## config.mk

```make
export PLATFORM = sky130hd
export DESIGN_NAME = scc_top
export DESIGN_NICKNAME = d
export VERILOG_FILES = /design/src/rtl/scc_pkg.sv /design/src/rtl/scc_reg_index.sv /design/src/rtl/scc_channel.sv /design/src/rtl/scc_irq_ctrl.sv /design/src/rtl/scc_read_mux.sv /design/src/rtl/scc_top.sv
export SDC_FILE = /design/constraint.sdc
export NUM_CORES = 1
export LEC_CHECK = 0
export ABC_AREA = 0
export BUFFER_PORTS_ARGS = -buffer_cell sky130_fd_sc_hd__buf_2
export CELL_PAD_IN_SITES_DETAIL_PLACEMENT = 0
export CELL_PAD_IN_SITES_GLOBAL_PLACEMENT = 1
export CORE_ASPECT_RATIO = 1.2
export CORE_MARGIN = 2
export CORE_UTILIZATION = 50
export DETAILED_ROUTE_END_ITERATION = 16
export PLACE_DENSITY_LB_ADDON = 0.15
export SETUP_SLACK_MARGIN = 0.5
export SLEW_MARGIN = 20
export SYNTH_ARGS = -nofsm -noshare
export SYNTH_HDL_FRONTEND = slang
export SYNTH_HIERARCHICAL = 1
export SYNTH_SLANG_ARGS = --single-unit
```

## constraint.sdc

```tcl
create_clock -name sysclk -period 3.4 [get_ports sysclk]
set_clock_uncertainty 0.15 [all_clocks]
set_input_delay 0.17 -clock sysclk [delete_from_list [all_inputs] [get_ports sysclk]]
set_output_delay 0.17 -clock sysclk [all_outputs]
set_load 0.01 [all_outputs]
```

## src/rtl/scc_pkg.sv

```systemverilog
package scc_pkg;

	typedef logic [7:0] reg_byte_t;   // One register value or one bus byte
	typedef logic [3:0] reg_index_t;  // Register pointer, 0 to 15
	typedef logic [1:0] reg_sel_t;    // Bus register select from the address lines
	typedef logic [2:0] vec_stat_t;   // Interrupt status code for the modified vector

	// Register select bits
	localparam int RS_DATA_BIT   = 1;  // Set for the data port, clear for control
	localparam int RS_SIDE_A_BIT = 0;  // Set for channel A, clear for channel B

	// Write register numbers
	localparam reg_index_t WR_IRQ_ENABLE  = 4'd1;   // WR1, interrupt enables
	localparam reg_index_t WR_VECTOR      = 4'd2;   // WR2, shared interrupt vector
	localparam reg_index_t WR_MASTER_CTRL = 4'd9;   // WR9, shared master control
	localparam reg_index_t WR_TIME_LO     = 4'd12;  // WR12, baud time constant low
	localparam reg_index_t WR_TIME_HI     = 4'd13;  // WR13, baud time constant high
	localparam reg_index_t WR_EXT_ENABLE  = 4'd15;  // WR15, ext/status enables

	// Command field of WR0, bits 5:3
	localparam logic [2:0] CMD_POINT_HIGH = 3'b001;  // Adds 8 to the next pointer
	localparam logic [2:0] CMD_RESET_EXT  = 3'b010;  // Reopens the ext/status latch

	// Reset codes in WR9 bits 7:6
	localparam logic [1:0] RST_CHAN_A = 2'b10;  // Channel A reset
	localparam logic [1:0] RST_CHAN_B = 2'b01;  // Channel B reset
	localparam logic [1:0] RST_FULL   = 2'b11;  // Hardware-equivalent full reset

	// Reset and read values
	localparam reg_byte_t WR15_RESET = 8'hF8;  // WR15 after a full reset
	localparam reg_byte_t RR15_MASK  = 8'hFA;  // Bits of WR15 that show in RR15
	localparam reg_byte_t RR0_IDLE   = 8'h44;  // Tx underrun and Tx empty, DCD clear
	localparam reg_byte_t RR1_IDLE   = 8'h07;  // All sent with the residue code at 011

	// Bit positions inside registers
	localparam int DCD_IE_BIT  = 3;  // WR15 DCD ext/status enable
	localparam int EXT_IE_BIT  = 0;  // WR1 ext/status master enable
	localparam int MIE_BIT     = 3;  // WR9 master interrupt enable
	localparam int VIS_BIT     = 0;  // WR9 vector includes status
	localparam int STAT_HI_BIT = 4;  // WR9 status goes into bits 6:4
	localparam int RR0_DCD_BIT = 3;  // DCD position in RR0

	// Vector status codes in priority order
	localparam vec_stat_t VEC_STAT_A    = 3'b101;  // Channel A ext/status pending
	localparam vec_stat_t VEC_STAT_B    = 3'b001;  // Channel B ext/status pending
	localparam vec_stat_t VEC_STAT_NONE = 3'b011;  // Nothing pending

endpackage

```

## src/rtl/scc_reg_index.sv

```systemverilog
module scc_reg_index import scc_pkg::*; (
	input  logic       sysclk,
	input  logic       reset_hw,
	input  logic       cs,
	input  logic       we,
	input  reg_sel_t   rs,
	input  reg_byte_t  wdata,
	output reg_index_t rindex,
	output logic       wreg_a,
	output logic       wreg_b,
	output logic       ext_cmd_a,
	output logic       ext_cmd_b,
	output logic       full_reset,
	output logic       chan_reset_a,
	output logic       chan_reset_b,
	output logic       vec_wr,
	output logic       ctl_wr
);

	logic ctl_acc;   // Any control-port access this cycle
	logic wreg_any;  // Control write from either side
	logic at_wr0;    // Pointer is at register 0

	assign ctl_acc  = cs && !rs[RS_DATA_BIT];  // Data port never touches the pointer
	assign wreg_a   = ctl_acc && we && rs[RS_SIDE_A_BIT];
	assign wreg_b   = ctl_acc && we && !rs[RS_SIDE_A_BIT];
	assign wreg_any = wreg_a || wreg_b;
	assign at_wr0   = (rindex == '0);

	// The pointer is loaded by a WR0 write and falls back to 0 after any other control access
	always_ff @(posedge sysclk or posedge reset_hw) begin
		if (reset_hw) begin
			rindex <= '0;
		end else if (ctl_acc) begin
			if (we && at_wr0) begin
				rindex <= {wdata[5:3] == CMD_POINT_HIGH, wdata[2:0]};  // Point high adds 8
			end else begin
				rindex <= '0;  // Reads and writes at non-zero index both return it
			end
		end
	end

	assign ext_cmd_a = wreg_a && at_wr0 && (wdata[5:3] == CMD_RESET_EXT);  // Per side command
	assign ext_cmd_b = wreg_b && at_wr0 && (wdata[5:3] == CMD_RESET_EXT);

	// WR2 and WR9 are shared, so the side does not matter
	assign vec_wr = wreg_any && (rindex == WR_VECTOR);
	assign ctl_wr = wreg_any && (rindex == WR_MASTER_CTRL);

	// Single-cycle reset pulses from the WR9 command bits
	assign full_reset   = (ctl_wr && (wdata[7:6] == RST_FULL)) || reset_hw;
	assign chan_reset_a = (ctl_wr && (wdata[7:6] == RST_CHAN_A)) || full_reset;
	assign chan_reset_b = (ctl_wr && (wdata[7:6] == RST_CHAN_B)) || full_reset;

endmodule

```

## src/rtl/scc_channel.sv

```systemverilog
module scc_channel import scc_pkg::*; (
	input  logic       sysclk,
	input  logic       reset_hw,
	input  logic       full_reset,
	input  logic       chan_reset,
	input  logic       wreg,
	input  logic       ext_cmd,
	input  reg_index_t rindex,
	input  reg_byte_t  wdata,
	input  logic       dcd,
	output reg_byte_t  wr12,
	output reg_byte_t  wr13,
	output reg_byte_t  rr15,
	output logic       rr0_dcd,
	output logic       ext_pend
);

	reg_byte_t wr1;         // Interrupt enables
	reg_byte_t wr15;        // Ext/status source enables
	logic      latch_open;  // Ext/status latch is following its sources
	logic      dcd_latch;   // DCD value frozen when the latch closed
	logic      dcd_change;  // Enabled DCD source differs from the latch
	logic      do_latch;    // Latch closes on this edge

	// WR1 keeps bits 5 and 2 across a channel reset
	always_ff @(posedge sysclk or posedge reset_hw) begin
		if (reset_hw) begin
			wr1 <= '0;
		end else if (chan_reset) begin
			wr1 <= {2'b00, wr1[5], 2'b00, wr1[2], 2'b00};
		end else if (wreg && rindex == WR_IRQ_ENABLE) begin
			wr1 <= wdata;
		end
	end

	// Time constant registers survive every soft reset
	always_ff @(posedge sysclk or posedge reset_hw) begin
		if (reset_hw) begin
			wr12 <= '0;
			wr13 <= '0;
		end else if (wreg) begin
			if (rindex == WR_TIME_LO) begin
				wr12 <= wdata;
			end
			if (rindex == WR_TIME_HI) begin
				wr13 <= wdata;
			end
		end
	end

	// WR15 goes back to its default only on a full reset, not on a channel reset
	always_ff @(posedge sysclk or posedge reset_hw) begin
		if (reset_hw) begin
			wr15 <= WR15_RESET;
		end else if (full_reset) begin
			wr15 <= WR15_RESET;
		end else if (wreg && rindex == WR_EXT_ENABLE) begin
			wr15 <= wdata;
		end
	end

	assign rr15 = wr15 & RR15_MASK;  // Unimplemented enables read back as 0

	// Only DCD feeds the latch here since CTS and the others are not modelled
	assign dcd_change = (dcd != dcd_latch) && wr15[DCD_IE_BIT];
	assign do_latch   = latch_open && dcd_change;

	always_ff @(posedge sysclk or posedge reset_hw) begin
		if (reset_hw) begin
			latch_open <= 1'b1;
			dcd_latch  <= 1'b0;
		end else if (full_reset) begin
			latch_open <= 1'b1;
			dcd_latch  <= 1'b0;
		end else if (ext_cmd) begin
			latch_open <= 1'b1;  // Reset ext/status reopens the latch
		end else if (do_latch) begin
			latch_open <= 1'b0;
			dcd_latch  <= dcd;   // Freeze the value that caused the change
		end
	end

	// Pending bit sets with the latch closing when WR1 allows it
	always_ff @(posedge sysclk or posedge reset_hw) begin
		if (reset_hw) begin
			ext_pend <= 1'b0;
		end else if (full_reset || ext_cmd) begin
			ext_pend <= 1'b0;
		end else if (do_latch && wr1[EXT_IE_BIT]) begin
			ext_pend <= 1'b1;
		end
	end

	assign rr0_dcd = wr15[DCD_IE_BIT] ? dcd_latch : dcd;  // Live pin when the source is off

endmodule

```

## src/rtl/scc_irq_ctrl.sv

```systemverilog
module scc_irq_ctrl import scc_pkg::*; (
	input  logic      sysclk,
	input  logic      reset_hw,
	input  logic      vec_wr,
	input  logic      ctl_wr,
	input  reg_byte_t wdata,
	input  logic      ext_pend_a,
	input  logic      ext_pend_b,
	output reg_byte_t wr2,
	output reg_byte_t rr2_b,
	output reg_byte_t rr3,
	output logic      irq_n
);

	logic [5:0] wr9;       // Low bits of WR9, the top two are reset commands
	vec_stat_t  vec_stat;  // Status code of the highest pending source
	logic       any_pend;  // Some ext/status source is pending

	// Shared vector register, untouched by soft resets
	always_ff @(posedge sysclk or posedge reset_hw) begin
		if (reset_hw) begin
			wr2 <= '0;
		end else if (vec_wr) begin
			wr2 <= wdata;
		end
	end

	// Master control bits, also kept across soft resets
	always_ff @(posedge sysclk or posedge reset_hw) begin
		if (reset_hw) begin
			wr9 <= '0;
		end else if (ctl_wr) begin
			wr9 <= wdata[5:0];
		end
	end

	// Channel A wins over channel B
	always_comb begin
		if (ext_pend_a) begin
			vec_stat = VEC_STAT_A;
		end else if (ext_pend_b) begin
			vec_stat = VEC_STAT_B;
		end else begin
			vec_stat = VEC_STAT_NONE;
		end
	end

	// Status high puts the code into bits 6:4 in reversed order
	always_comb begin
		if (!wr9[VIS_BIT]) begin
			rr2_b = wr2;  // Plain vector when status is not included
		end else if (wr9[STAT_HI_BIT]) begin
			rr2_b = {wr2[7], vec_stat[0], vec_stat[1], vec_stat[2], wr2[3:0]};
		end else begin
			rr2_b = {wr2[7:4], vec_stat, wr2[0]};
		end
	end

	// Rx and Tx pending bits are never set since the serial side is absent
	assign rr3 = {4'b0000, ext_pend_a, 2'b00, ext_pend_b};

	assign any_pend = ext_pend_a || ext_pend_b;
	assign irq_n    = !(wr9[MIE_BIT] && any_pend);  // Open-drain style, low when active

endmodule

```

## src/rtl/scc_read_mux.sv

```systemverilog
module scc_read_mux import scc_pkg::*; (
	input  reg_sel_t   rs,
	input  reg_index_t rindex,
	input  reg_byte_t  wr12_a,
	input  reg_byte_t  wr12_b,
	input  reg_byte_t  wr13_a,
	input  reg_byte_t  wr13_b,
	input  reg_byte_t  rr15_a,
	input  reg_byte_t  rr15_b,
	input  logic       rr0_dcd_a,
	input  logic       rr0_dcd_b,
	input  reg_byte_t  wr2,
	input  reg_byte_t  rr2_b,
	input  reg_byte_t  rr3,
	output reg_byte_t  rdata
);

	logic      side_a;    // Access is for channel A
	logic      sel_dcd;   // DCD bit of the selected channel
	reg_byte_t rr0_sel;   // RR0 of the selected channel
	reg_byte_t rr2_sel;   // WR2 on A, vector with status on B
	reg_byte_t rr3_sel;   // RR3 exists on channel A only
	reg_byte_t wr12_sel;  // Selected WR12
	reg_byte_t wr13_sel;  // Selected WR13
	reg_byte_t rr15_sel;  // Selected RR15

	assign side_a  = rs[RS_SIDE_A_BIT];
	assign sel_dcd = side_a ? rr0_dcd_a : rr0_dcd_b;

	// Fixed Tx status with DCD inserted
	always_comb begin
		rr0_sel              = RR0_IDLE;
		rr0_sel[RR0_DCD_BIT] = sel_dcd;
	end

	assign rr2_sel  = side_a ? wr2 : rr2_b;
	assign rr3_sel  = side_a ? rr3 : '0;
	assign wr12_sel = side_a ? wr12_a : wr12_b;
	assign wr13_sel = side_a ? wr13_a : wr13_b;
	assign rr15_sel = side_a ? rr15_a : rr15_b;

	// Pointer table with the aliases of the original part
	always_comb begin
		rdata = '0;  // Data port, index 8, RR10 and RR14 all read zero
		if (!rs[RS_DATA_BIT]) begin
			case (rindex)
				4'd0, 4'd4:               rdata = rr0_sel;
				4'd1, 4'd5:               rdata = RR1_IDLE;
				4'd2, 4'd6:               rdata = rr2_sel;
				4'd3, 4'd7:               rdata = rr3_sel;
				4'd9, WR_TIME_HI:         rdata = wr13_sel;  // Index 9 mirrors 13
				4'd11, WR_EXT_ENABLE:     rdata = rr15_sel;  // Index 11 mirrors 15
				WR_TIME_LO:               rdata = wr12_sel;
				default:                  rdata = '0;
			endcase
		end
	end

endmodule

```

## src/rtl/scc_top.sv

```systemverilog
module scc_top import scc_pkg::*; (
	input  logic      sysclk,
	input  logic      reset_hw,
	input  logic      cs,
	input  logic      we,
	input  reg_sel_t  rs,
	input  reg_byte_t wdata,
	output reg_byte_t rdata,
	output logic      irq_n,
	input  logic      dcd_a,
	input  logic      dcd_b
);

	reg_index_t rindex;        // Shared register pointer
	logic       wreg_a;        // Control write strobes per side
	logic       wreg_b;
	logic       ext_cmd_a;     // Reset ext/status commands per side
	logic       ext_cmd_b;
	logic       full_reset;    // WR9 full reset or hardware reset
	logic       chan_reset_a;  // Channel resets, full reset included
	logic       chan_reset_b;
	logic       vec_wr;        // WR2 write
	logic       ctl_wr;        // WR9 write
	reg_byte_t  wr12_a;
	reg_byte_t  wr12_b;
	reg_byte_t  wr13_a;
	reg_byte_t  wr13_b;
	reg_byte_t  rr15_a;
	reg_byte_t  rr15_b;
	logic       rr0_dcd_a;     // DCD bits as shown in RR0
	logic       rr0_dcd_b;
	logic       ext_pend_a;    // Ext/status interrupt pending per channel
	logic       ext_pend_b;
	reg_byte_t  wr2;
	reg_byte_t  rr2_b;
	reg_byte_t  rr3;

	scc_reg_index i_reg_index (
		.sysclk       (sysclk),
		.reset_hw     (reset_hw),
		.cs           (cs),
		.we           (we),
		.rs           (rs),
		.wdata        (wdata),
		.rindex       (rindex),
		.wreg_a       (wreg_a),
		.wreg_b       (wreg_b),
		.ext_cmd_a    (ext_cmd_a),
		.ext_cmd_b    (ext_cmd_b),
		.full_reset   (full_reset),
		.chan_reset_a (chan_reset_a),
		.chan_reset_b (chan_reset_b),
		.vec_wr       (vec_wr),
		.ctl_wr       (ctl_wr)
	);

	scc_channel ch_a (
		.sysclk     (sysclk),
		.reset_hw   (reset_hw),
		.full_reset (full_reset),
		.chan_reset (chan_reset_a),
		.wreg       (wreg_a),
		.ext_cmd    (ext_cmd_a),
		.rindex     (rindex),
		.wdata      (wdata),
		.dcd        (dcd_a),
		.wr12       (wr12_a),
		.wr13       (wr13_a),
		.rr15       (rr15_a),
		.rr0_dcd    (rr0_dcd_a),
		.ext_pend   (ext_pend_a)
	);

	scc_channel ch_b (
		.sysclk     (sysclk),
		.reset_hw   (reset_hw),
		.full_reset (full_reset),
		.chan_reset (chan_reset_b),
		.wreg       (wreg_b),
		.ext_cmd    (ext_cmd_b),
		.rindex     (rindex),
		.wdata      (wdata),
		.dcd        (dcd_b),
		.wr12       (wr12_b),
		.wr13       (wr13_b),
		.rr15       (rr15_b),
		.rr0_dcd    (rr0_dcd_b),
		.ext_pend   (ext_pend_b)
	);

	scc_irq_ctrl i_irq_ctrl (
		.sysclk     (sysclk),
		.reset_hw   (reset_hw),
		.vec_wr     (vec_wr),
		.ctl_wr     (ctl_wr),
		.wdata      (wdata),
		.ext_pend_a (ext_pend_a),
		.ext_pend_b (ext_pend_b),
		.wr2        (wr2),
		.rr2_b      (rr2_b),
		.rr3        (rr3),
		.irq_n      (irq_n)
	);

	scc_read_mux i_read_mux (
		.rs        (rs),
		.rindex    (rindex),
		.wr12_a    (wr12_a),
		.wr12_b    (wr12_b),
		.wr13_a    (wr13_a),
		.wr13_b    (wr13_b),
		.rr15_a    (rr15_a),
		.rr15_b    (rr15_b),
		.rr0_dcd_a (rr0_dcd_a),
		.rr0_dcd_b (rr0_dcd_b),
		.wr2       (wr2),
		.rr2_b     (rr2_b),
		.rr3       (rr3),
		.rdata     (rdata)
	);

endmodule

```

# Yosys cells after proc, flatten, opt, wreduce, memory -nomap -nowiden
# Cells that the tools add are included.
# totals
register_bits,73
inputBits,16
out_inout_bits,9
elab_cells,135
# classes
n_eq_ne,21
mux,39
n_reduce_logical,58
# op_table
operator,count
8-bit 2-to-1 mux,8
8-bit case mux with 7 select lines,1
1-bit logical AND,25
1-bit 2-to-1 mux,23
7-bit 2-to-1 mux,3
4-bit equality test (second input constant),5
4-bit by 3-bit equality test with 1-bit output (second input constant),4
2-bit nonzero test,8
2-bit AND reduction,6
2-bit OR reduction,6
4-bit by 2-bit equality test with 1-bit output (second input constant),2
4-bit 2-to-1 mux,2
1-bit logical OR,7
3-bit nonzero test,2
2-bit equality test (second input constant),2
4-bit by 1-bit equality test with 1-bit output (second input constant),1
4-bit zero test,1
3-bit by 1-bit equality test with 1-bit output (second input constant),1
3-bit by 2-bit equality test with 1-bit output (second input constant),1
1-bit zero test,3
3-bit 2-to-1 mux,1
2-bit by 1-bit equality test with 1-bit output (second input constant),1
2-bit 2-to-1 mux,1
1-bit != test,2
2 further kinds,2

# Longest topological paths before layout
# Gate-level depths: netlist (run 1).
# logic_depth
ltp_word,10
depth_mapped,7
depth_no_buf,6

# By module
# The synthesis (run 1) kept the hierarchy.
# by_module_without_submodules
module,instances,cells_each,area_each_um2,seq_area_each_um2
scc_channel,2,84,1157.4,658.1
scc_read_mux,1,96,719.4,0.0
scc_irq_ctrl,1,45,581.8,275.3
scc_reg_index,1,36,302.8,100.1

# Least setup slack after synthesis (run 1)
# OpenSTA, ideal clock, no wires.
# synth_path
kind,flip-flop to output port
start,register i_reg_index.rindex[1]
end,output rdata[0]
t_arrival_ns,1.729
required_time_ns,3.080
path_slack_ns,1.351
stages_incl_launch_ff,7
path_buffers,2
cell_sequence,dfrtp_1 > buf_4 > or3b_1 > buf_6 > o22ai_1 > a211oi_1 > a21oi_1
# synth_between
elab_chain_len,4
word_cells_on_any_way,21
cone_classes,eq/ne: 12; mux: 2; reduce/logical: 7
# synth_rtl
element,line_no,text
from (decl),scc_reg_index.sv:8,"output reg_index_t rindex,"
from (signal assigned),scc_reg_index.sv:36,"rindex <= {wdata[5:3] == CMD_POINT_HIGH, wdata[2:0]};"
4-bit equality test (tied with other cells),scc_read_mux.sv:46,case (rindex)
2-bit OR reduction,scc_read_mux.sv:46,
8-bit case mux with 7 select lines *,scc_read_mux.sv:46,
8-bit 2-to-1 mux *,scc_read_mux.sv:45,if (!rs[RS_DATA_BIT]) begin
to (decl),scc_top.sv:8,"output reg_byte_t rdata,"
# Every way passes the cells marked *; elsewhere a longest branch is shown, timed or not.

# Final worst setup path (run 1)
# layout_path
start,register i_reg_index.rindex[3]
end,output rdata[3]
# The elaborated chain is that of the path after synthesis.

==> flow_summary.ini, run 1 <==
[outcome]
status = complete, no violations

[synth]
yosysMostFrequentCell = dfrtp_1
synthTopCellsByArea = dfrtp_1, mux2i_1, mux2_2
yosysTopAreaCell = dfrtp_1
syn_area_sq_um = 3920
synth.top_cell.area_share_pct = 35.1
yosys_register_bits = 67
netlist_top_cells_count = dfrtp_1, mux2i_1, nor2_1
synth_edf_count = 0
yosysWarnings = 6
synthArstFlopShare_pct = 100
ys_seq_area_share_pct = 43.2
ys.flop_type = dfrtp_1
synth_cells = 345
synth_area_per_cell_sq_um = 11.4
synth.distinct_cells = 48

[place]
place.port_buffers = 24
place_area_sq_um = 3990
post-place-ws_ns = 0.969
hpwlAfterDp_um = 6220
place_congestion = 0.778

[setup_path]
arrival_ns = 2.44
endpoint_kind = output pin
cp.required_ns = 3.08
critPathLaunchType = flop
path_class = reg -> out
cp_max_fo = 18

[layout]
design_area_sq_um = 4240
nets = 381
num_antenna_cells = 0
synthToLayoutAreaGrowth_pct = 8.14
drive_above_1_share_pct = 33.5

[power_and_ir_drop]
switching_power_mw = 0.519
switching_share_pct = 27.5
seq_power_share_pct = 48.3
p_int_mw = 1.36
leakage_nw = 1.99
power_per_cell_area_nw_per_um2 = 444
clockPowerShare_pct = 36.8
p_comb_share_pct = 14.9
peakVddDrop_v = 0.000360

[cts]
clk_pin_slew_ns = 0.08
clock_latency_ns = 0.35
hold_buffers = 3
root_buffer = clkbuf_8
cts_resized = 0
htreeDepth = 3
cts_made_buffers = 9
cts.path.max_buffers = 2
cts_tree = done
cts_sinks = 67
post-cts-setup-buffer-count = 0

[detailed_routing]
post_drt_wl_per_cell_um = 20.0
wl_met3_um = 233
ant_nets = 0
dr_total_vias = 2625
drt-initial-drc-count = 163
wl_um = 9260
via_per_inst = 5.68
maxUsedRoutingLayer = met4
drt_first_pass_iters = 4
met1_length_um = 4440
wl_met2_um = 4380
drc = 0

[sta]
tightestPinTransition_ns = 0.983
slew_headroom_pct = 34.1
fin_crit_ns = 2.76
setup_viol_count_final = 0
rsz0062_at_grt = no
fmax_mhz = 362
maxSlewViolCount = 0
hold_viol = 0
layout_setup_ws_ns = 0.640
tns_ns = 0
fin_crit_sh_pct = 81.2

[run]
cap_violations = 0

[floorplanning]
chipHeight_um = 101
die_x_um = 84.8
placementRows = 35
core_sq_um = 7660
io_pins = 25
initial_core_util_pct = 51.1
die-area_sq_um = 8560

[grt]
first_global_vias = 2703
gr-usage-all-layers_pct = 23.8
antenna_found_initial = 0
grt_pass1_wl_um = 15200
grt_max_degree = 31
grt_overflow_total = 0

[hold_path]
holdCritPathClass = in -> reg
[per-stage QoR]
step | utilization, % | instances | power (mW) | hold WS [ns]
6_report | 55.3 | 462 | 1.88 | 0.0327
5_1_grt | 55.3 | 462 | 1.97 | 0.0255
4_1_cts | 55.3 | 462 | 1.90 | 0.0183
3_5_place_dp | 52.1 | 443 | 1.20 | -0.0273
3_3_place_gp | 52.1 | 443 | 1.20 | -0.0299
2_1_floorplan | - | 352 | 1.15 | -0.214
[layout make-up]
cell class,instances,area [sq um]
Inverter,6,22.5
Fill cell,682,3430
Multi-Input combinational cell,250,2010
Sequential cell,67,1690
Clock buffer,12,188
Timing Repair Buffer,31,180
Tap cell,92,115
Clock inverter,4,27.5
[critical path: stages, from the launching register on]
cell       delay [ns]
dfrtp_1          0.82
nand4bb_1        0.53
o22ai_1          0.31
nor2_1           0.07
a21oi_1          0.19
buf_2            0.17
[layer usage]
layer	GRT usage, %	vias to the layer above
li1	-	1247
met1	33.0	1317
met2	37.3	49
met3	3.77	12
met4	10.3	0
met5	0	-
[power groups by stage]
stage                     Sequential [mW]  Combinational, mW  Clock (mW)
after global placement              0.922              0.274           0
after floorplan                     0.902              0.243           0
after global routing                0.919              0.315       0.738
after CTS                           0.908              0.282       0.708
final                               0.910              0.280       0.694
after detailed placement            0.923              0.278           0
[state kept, by name, indices dropped and copies added, names as in the netlist]
signal	flops
ch_b/dcd_latch	1
ch_a/dcd_latch	1
ch_a/wr1	1
ch_b/wr15	6
ch_b/wr13	8
ch_a/latch_open	1
ch_b/latch_open	1
ch_a/wr15	6
i_reg_index/rindex	4
ch_b/wr12	8
ch_b/wr1	1
ch_a/wr13	8
i_irq_ctrl/wr2	8
ch_a/ext_pend	1
i_irq_ctrl/wr9	3
ch_a/wr12	8
ch_b/ext_pend	1
[cells by family after synthesis]
logic type | synth area share (%)
compound gates | 7.57
xor+xnor | 0.447
buf+inv | 6.13
flops | 43.2
mux | 27.8
other cells | 0.287
simple gates | 14.6
[placed cells by master (no fill, tap or decap), drive strengths merged, types with 3 or more instances in the layout]
master        n
dfrtp        55
o22ai        13
clkinv        4
nand3         9
nand2        12
mux2i        47
o21ai         8
nor4b         4
a21oi         8
dfstp        12
buf          28
inv           5
nand3b        3
nor3          4
conb         10
mux2         49
a211oi        6
clkbuf       12
dlygate4sd3   3
nor2         40
and3          4
nand2b        8
[path summary, 6_finish.rpt]
kind	endpoint	slack (ns)	start	cells after the start
max reg2reg	ch_a/wr12[0]$_DFFE_PP0P_	1.07	i_reg_index/rindex[3]$_DFFE_PP0N_	3
min	ch_b/wr15[3]$_DFFE_PP1P_	0.03	wdata[3]	3
max	rdata[3]	0.64	i_reg_index/rindex[3]$_DFFE_PP0N_	5
min reg2reg	ch_a/wr13[7]$_DFFE_PP0P_	0.36	ch_a/wr13[7]$_DFFE_PP0P_	1
max in group asynchronous	ch_b/wr15[5]$_DFFE_PP1P_	2.08	reset_hw	4
min in group asynchronous	i_reg_index/rindex[0]$_DFFE_PP0N_	0.16	reset_hw	3
Power figures use the tool's default switching activity.
==> inputs of run 2 (changes only) <==
--- a/config.mk
+++ b/config.mk
@@ -11,7 +11,7 @@
 export CELL_PAD_IN_SITES_GLOBAL_PLACEMENT = 1
 export CORE_ASPECT_RATIO = 1.2
 export CORE_MARGIN = 2
-export CORE_UTILIZATION = 50
+export CORE_UTILIZATION = 44
 export DETAILED_ROUTE_END_ITERATION = 16
 export PLACE_DENSITY_LB_ADDON = 0.15
 export SETUP_SLACK_MARGIN = 0.5
==> constraint.sdc (replaced) <==
create_clock -name sysclk -period 2.5 [get_ports sysclk]
set_clock_uncertainty 0.15 [all_clocks]
set_input_delay 0.125 -clock sysclk [delete_from_list [all_inputs] [get_ports sysclk]]
set_output_delay 0.125 -clock sysclk [all_outputs]
set_load 0.01 [all_outputs]
==> run 2 against run 1 <==
  * Clock power rose by 43%
  * Sequential share of layout area fell by 4.5 points
  * Non-clock buffer count rose by 35
  * Critical path type unchanged
  * Largest power group unchanged
  * Highest routed layer unchanged
==> flow_summary.ini, run 2 (synthesis gave the netlist of run 1 again) <==
[outcome]
status = complete, no violations

[floorplanning]
core_sq_um = 8610
io_pins = 25
initial_core_util_pct = 45.5
chipHeight_um = 107
die-area_sq_um = 9680
placementRows = 37
die_x_um = 90.2

[cts]
cts.path.max_buffers = 2
cts_made_buffers = 9
root_buffer = clkbuf_8
cts_sinks = 67
htreeDepth = 3
clock_latency_ns = 0.34
cts_tree = done
clk_pin_slew_ns = 0.07

[hold_path]
hold_start = cs
holdPathEnd = i_reg_index/rindex[3]$_DFFE_PP0N_
holdCritPathClass = in -> reg
worstHoldPathCells = 4

[detailed_routing]
wl_um = 10200
drt_first_pass_iters = 4
drt-initial-drc-count = 119
drc = 0
dr_total_vias = 2829
via_per_inst = 5.42
ant_nets = 0
post_drt_wl_per_cell_um = 19.5

[sta]
fin_crit_sh_pct = 91.1
maxSlewViolCount = 0
tightestPinTransition_ns = 0.894
tns_ns = 0
setup_viol_count_final = 0
fin_hold_ws_ns = 0.0150
rsz0062_at_grt = yes
fin_crit_ns = 2.28
fmax_mhz = 439
slew_headroom_pct = 40.3
hold_viol = 0

[setup_path]
cp.required_ns = 2.23
path_class = reg -> out
cp_max_fo = 3
critPathLaunchType = flop
reg2reg_slack_ns = 0.47
r2r-start = i_reg_index/rindex[1]$_DFFE_PP0N_
r2r_cells = 5
r2r-end = ch_b/wr13[3]$_DFFE_PP0P_
endpoint_kind = output pin
arrival_ns = 2.00

[power_and_ir_drop]
peakVddDrop_v = 0.000262
leakage_nw = 2.26
power_per_cell_area_nw_per_um2 = 575

[grt]
grt_pass1_wl_um = 16100
antenna_found_initial = 0
first_global_vias = 2918
grt_max_degree = 31
gr-usage-all-layers_pct = 21.7
grt_overflow_total = 0

[layout]
final_common_cell = dfrtp_1
nets = 416
num_antenna_cells = 0
drive_above_1_share_pct = 42.7
layout_common_cells = dfrtp_1, mux2i_1, nor2_1, mux2_2, buf_4
fill_cells = 775
synthToLayoutAreaGrowth_pct = 22.3

[place]
place.port_buffers = 24
place_congestion = 0.827
hpwlAfterDp_um = 6580

[run]
cap_violations = 0
run 2: cell type report:
type | count | area [sq um] | area share (%)
well taps | 117 | 146 | 3.06
repair buffers | 66 | 543 | 11.3
clock buffers | 14 | 216 | 4.52
flip-flops and latches | 67 | 1700 | 35.5
inverters | 6 | 22.5 | 0.470
clock inverters | 2 | 10.0 | 0.209
multi-input cells | 250 | 2150 | 44.9
run 2: report_power, final:
group	leakage [nW]	internal, mW	switching (mW)
sequential	0.877	1.16	0.0623
clock	0.118	0.567	0.429
combinational	1.26	0.288	0.253
run 2: timing repair:
item | 4_1_cts | 5_1_grt
resized for setup | 18 | 23
pin swaps | 12 | 15
endpoints found under the setup margin | 65 | 42
hold endpoints to repair | 64 | 0
hold buffers | 9 | 0
cloned | 0 | 3
setup buffers | 11 | 11
run 2: worst max-delay path, cell delays in order, from the launching register on:
cell	delay [ns]
dfrtp_1	0.39
nor2b_4	0.22
mux2_4	0.31
mux2i_1	0.17
o22ai_1	0.12
a211oi_2	0.20
a21oi_1	0.09
buf_2	0.15
run 2: layer usage:
metal	global-route usage, %	share of wire, %	wire length, um
met2	36.6	50	5110
met5	0	0	0
met3	3.01	3.7	376
met4	7.91	1.8	185
met1	28.7	44	4520
run 2: per-stage QoR:
step / utilization [%] / area [sq um] / instances / worst slack [ns] / power [mW]
3_3_place_gp: 47.1 / 4060 / 472 / 0.289 / 1.63
4_1_cts: 52.5 / 4520 / 508 / 0.254 / 2.69
2_1_floorplan: - / 3950 / 352 / 0.528 / 1.56
6_report: 55.6 / 4790 / 522 / 0.222 / 2.76
3_5_place_dp: 47.1 / 4060 / 472 / 0.299 / 1.65
5_1_grt: 55.6 / 4790 / 522 / 0.137 / 2.88
run 2: worst max-delay path by stage:
| stage | cells after the start | startpoint | to |
|---|---|---|---|
| 2_1_floorplan | 6 | i_reg_index/rindex[1]$_DFFE_PP0N_ | ch_a/wr15[3]$_DFFE_PP1P_ |
| 3_3_place_gp | 6 | rs[1] | ch_b/wr12[4]$_DFFE_PP0P_ |
| 3_5_place_dp | 6 | rs[1] | ch_b/wr12[6]$_DFFE_PP0P_ |
| 4_1_cts | 8 | i_irq_ctrl/wr9[4]$_DFFE_PP0P_ | rdata[4] |
| 5_1_grt | 8 | i_irq_ctrl/wr9[4]$_DFFE_PP0P_ | rdata[5] |
| 6_report | 7 | i_irq_ctrl/wr9[0]$_DFFE_PP0P_ | rdata[2] |
==> inputs of run 3 (changes only) <==
--- a/config.mk
+++ b/config.mk
@@ -10,8 +10,7 @@
 export CELL_PAD_IN_SITES_DETAIL_PLACEMENT = 0
 export CELL_PAD_IN_SITES_GLOBAL_PLACEMENT = 1
 export CORE_ASPECT_RATIO = 1.2
-export CORE_MARGIN = 2
-export CORE_UTILIZATION = 44
+export CORE_UTILIZATION = 38
 export DETAILED_ROUTE_END_ITERATION = 16
 export PLACE_DENSITY_LB_ADDON = 0.15
 export SETUP_SLACK_MARGIN = 0.5
==> run 3 against run 2 <==
  * Wire length up 2.0%
  * Critical endpoint is now rdata[5]
  * Largest cell class unchanged
  * Critical path depth rose by 1
  * Maximum frequency rose by 2.3%
  * Power rose by 13%
==> flow_summary.ini, run 3 (synthesis gave the netlist of run 1 again) <==
[sta]
slew_headroom_pct = 56.2
fmax_mhz = 449
setup_viol_count_final = 0
tightestPinTransition_ns = 0.658
maxSlewViolCount = 0
fin_crit_sh_pct = 89.1
tns_ns = 0
rsz0062_at_grt = yes
hold_viol = 0
layout_setup_ws_ns = 0.274
fin_crit_ns = 2.23

[cts]
cts_tree = done
htreeDepth = 3
cts.path.max_buffers = 2
root_buffer = clkbuf_16
clk_pin_slew_ns = 0.06
cts_made_buffers = 9
clock_latency_ns = 0.33
cts_sinks = 67

[hold_path]
hold_start = wdata[1]
holdCritPathClass = in -> reg

[detailed_routing]
via_per_inst = 5.29
wl_um = 10400
drt_first_pass_iters = 4
drc = 0
post_drt_wl_per_cell_um = 19.3
dr_total_vias = 2847
drt-initial-drc-count = 108
ant_nets = 0

[power_and_ir_drop]
power_per_cell_area_nw_per_um2 = 627
peakVddDrop_v = 0.000270
leakage_nw = 2.35

[place]
place_congestion = 0.748
hpwlAfterDp_um = 6840
place_area_sq_um = 4100
post-place-ws_ns = 0.186
place.port_buffers = 24
placed_cells = 486

[setup_path]
critPathLaunchType = flop
cp.depth = 8
setup.worst_path.end = rdata[5]
r2r-end = ch_b/dcd_latch$_DFFE_PP0P_
cp_max_fo = 3
reg2reg_slack_ns = 0.52
crit_chain = buf_6, nand2_4, mux2_4, mux2i_1, o22ai_1, a211oi_1, nor2_1, buf_2
r2r_cells = 7
cp.required_ns = 2.23
crit_family = multiplexers
endpoint_kind = output pin
path_buf_inv = 2
slowest_stage = dfrtp_1
slowest_delay_ns = 0.43
r2r-start = i_reg_index/rindex[1]$_DFFE_PP0N_
arrival_ns = 1.95
startpoint = i_irq_ctrl/wr9[4]$_DFFE_PP0P_
path_class = reg -> out

[layout]
num_antenna_cells = 0
final_common_cell = dfrtp_1
nets = 423
seq_area_sq_um = 1700
synthToLayoutAreaGrowth_pct = 26.4
drive_above_1_share_pct = 46.6
multiInputGateArea_sq_um = 2190
fill_cells = 941
fin_cells = 538
post-route-util_pct = 49.5
design_area_sq_um = 4950
layout_common_cells = dfrtp_1, mux2i_1, nor2_1, buf_4, mux2_2

[floorplanning]
die_x_um = 94.7
io_pins = 25
die-area_sq_um = 10700
initial_core_util_pct = 39.1
core_sq_um = 10000
placementRows = 40
chipHeight_um = 113

[grt]
grt_max_degree = 37
grt_pass1_wl_um = 16300
antenna_found_initial = 0
gr-usage-all-layers_pct = 21.1
grt_overflow_total = 0
first_global_vias = 2815

[outcome]
status = complete, no violations

[run]
cap_violations = 0
-- run 3: cell count changes in the layout (fill, tap and decap cells not counted), moves of 3 or more --
| cell | delta |
|---|---|
| buf_6 | +7 |
| o22ai_1 | -3 |
| clkbuf_8 | -8 |
| clkbuf_16 | +4 |
| o22ai_2 | +3 |
| clkinv_4 | +3 |
| buf_4 | +6 |
| dlygate4sd3_1 | -4 |
-- run 3: timing repair --
item                                    4_1_cts  5_1_grt
pin swaps                                    18       15
cloned                                        1        1
hold endpoints to repair                     51        0
setup buffers                                14       15
hold buffers                                  5        0
gates resized for setup                      34       17
endpoints found under the setup margin       56       34
-- run 3: stage by stage --
stage / power, mW / hold slack (ns)
floorplan: 1.56 / -0.259
CTS: 3.05 / 0.0120
global placement: 1.65 / -0.0530
global route: 3.24 / 0.0180
finish: 3.10 / 0.0209
detailed placement: 1.65 / -0.0488
-- run 3: final cells by class --
type / count / area share, %
multi-input cells: 250 / 44.3
clock inverters: 5 / 1.24
repair buffers: 73 / 11.4
flip-flops and latches: 67 / 34.3
clock buffers: 11 / 5.10
well taps: 126 / 3.18
inverters: 6 / 0.455
-- run 3: worst reg2reg max path: stages (launching register included) --
cell	delay, ns
dfrtp_4	0.54
buf_12	0.16
nor4b_4	0.31
nand3_2	0.15
nor2_1	0.19
nand3b_1	0.15
mux2i_1	0.18
nor2_1	0.05
-- run 3: power breakdown --
part / leakage, nW / internal [mW] / switching, mW
Sequential: 0.877 / 1.16 / 0.0675
Clock: 0.156 / 0.829 / 0.484
Combinational: 1.32 / 0.306 / 0.257
Total: 2.35 / 2.29 / 0.809
-- run 3: worst min-delay path by stage --
| stage | to | slack (ns) | cells past startpoint |
|---|---|---|---|
| 6_report | ch_b/wr15[1]$_DFFE_PP0P_ | 0.02 | 3 |
| 5_1_grt | ch_a/wr15[7]$_DFFE_PP1P_ | 0.02 | 3 |
| 3_5_place_dp | i_reg_index/rindex[0]$_DFFE_PP0N_ | -0.05 | 2 |
| 3_3_place_gp | i_reg_index/rindex[0]$_DFFE_PP0N_ | -0.05 | 2 |
| 4_1_cts | i_reg_index/rindex[2]$_DFFE_PP0N_ | 0.01 | 4 |
| 2_1_floorplan | i_reg_index/rindex[0]$_DFFE_PP0N_ | -0.26 | 1 |
-- run 3: per-layer routing --
layer,vias up,track usage [%],part of all wire [%]
met4,0,9.29,1.7
met3,11,3.29,2.5
met2,47,34.1,50
li1,1336,-,-
met5,-,0,0
met1,1453,27.5,46
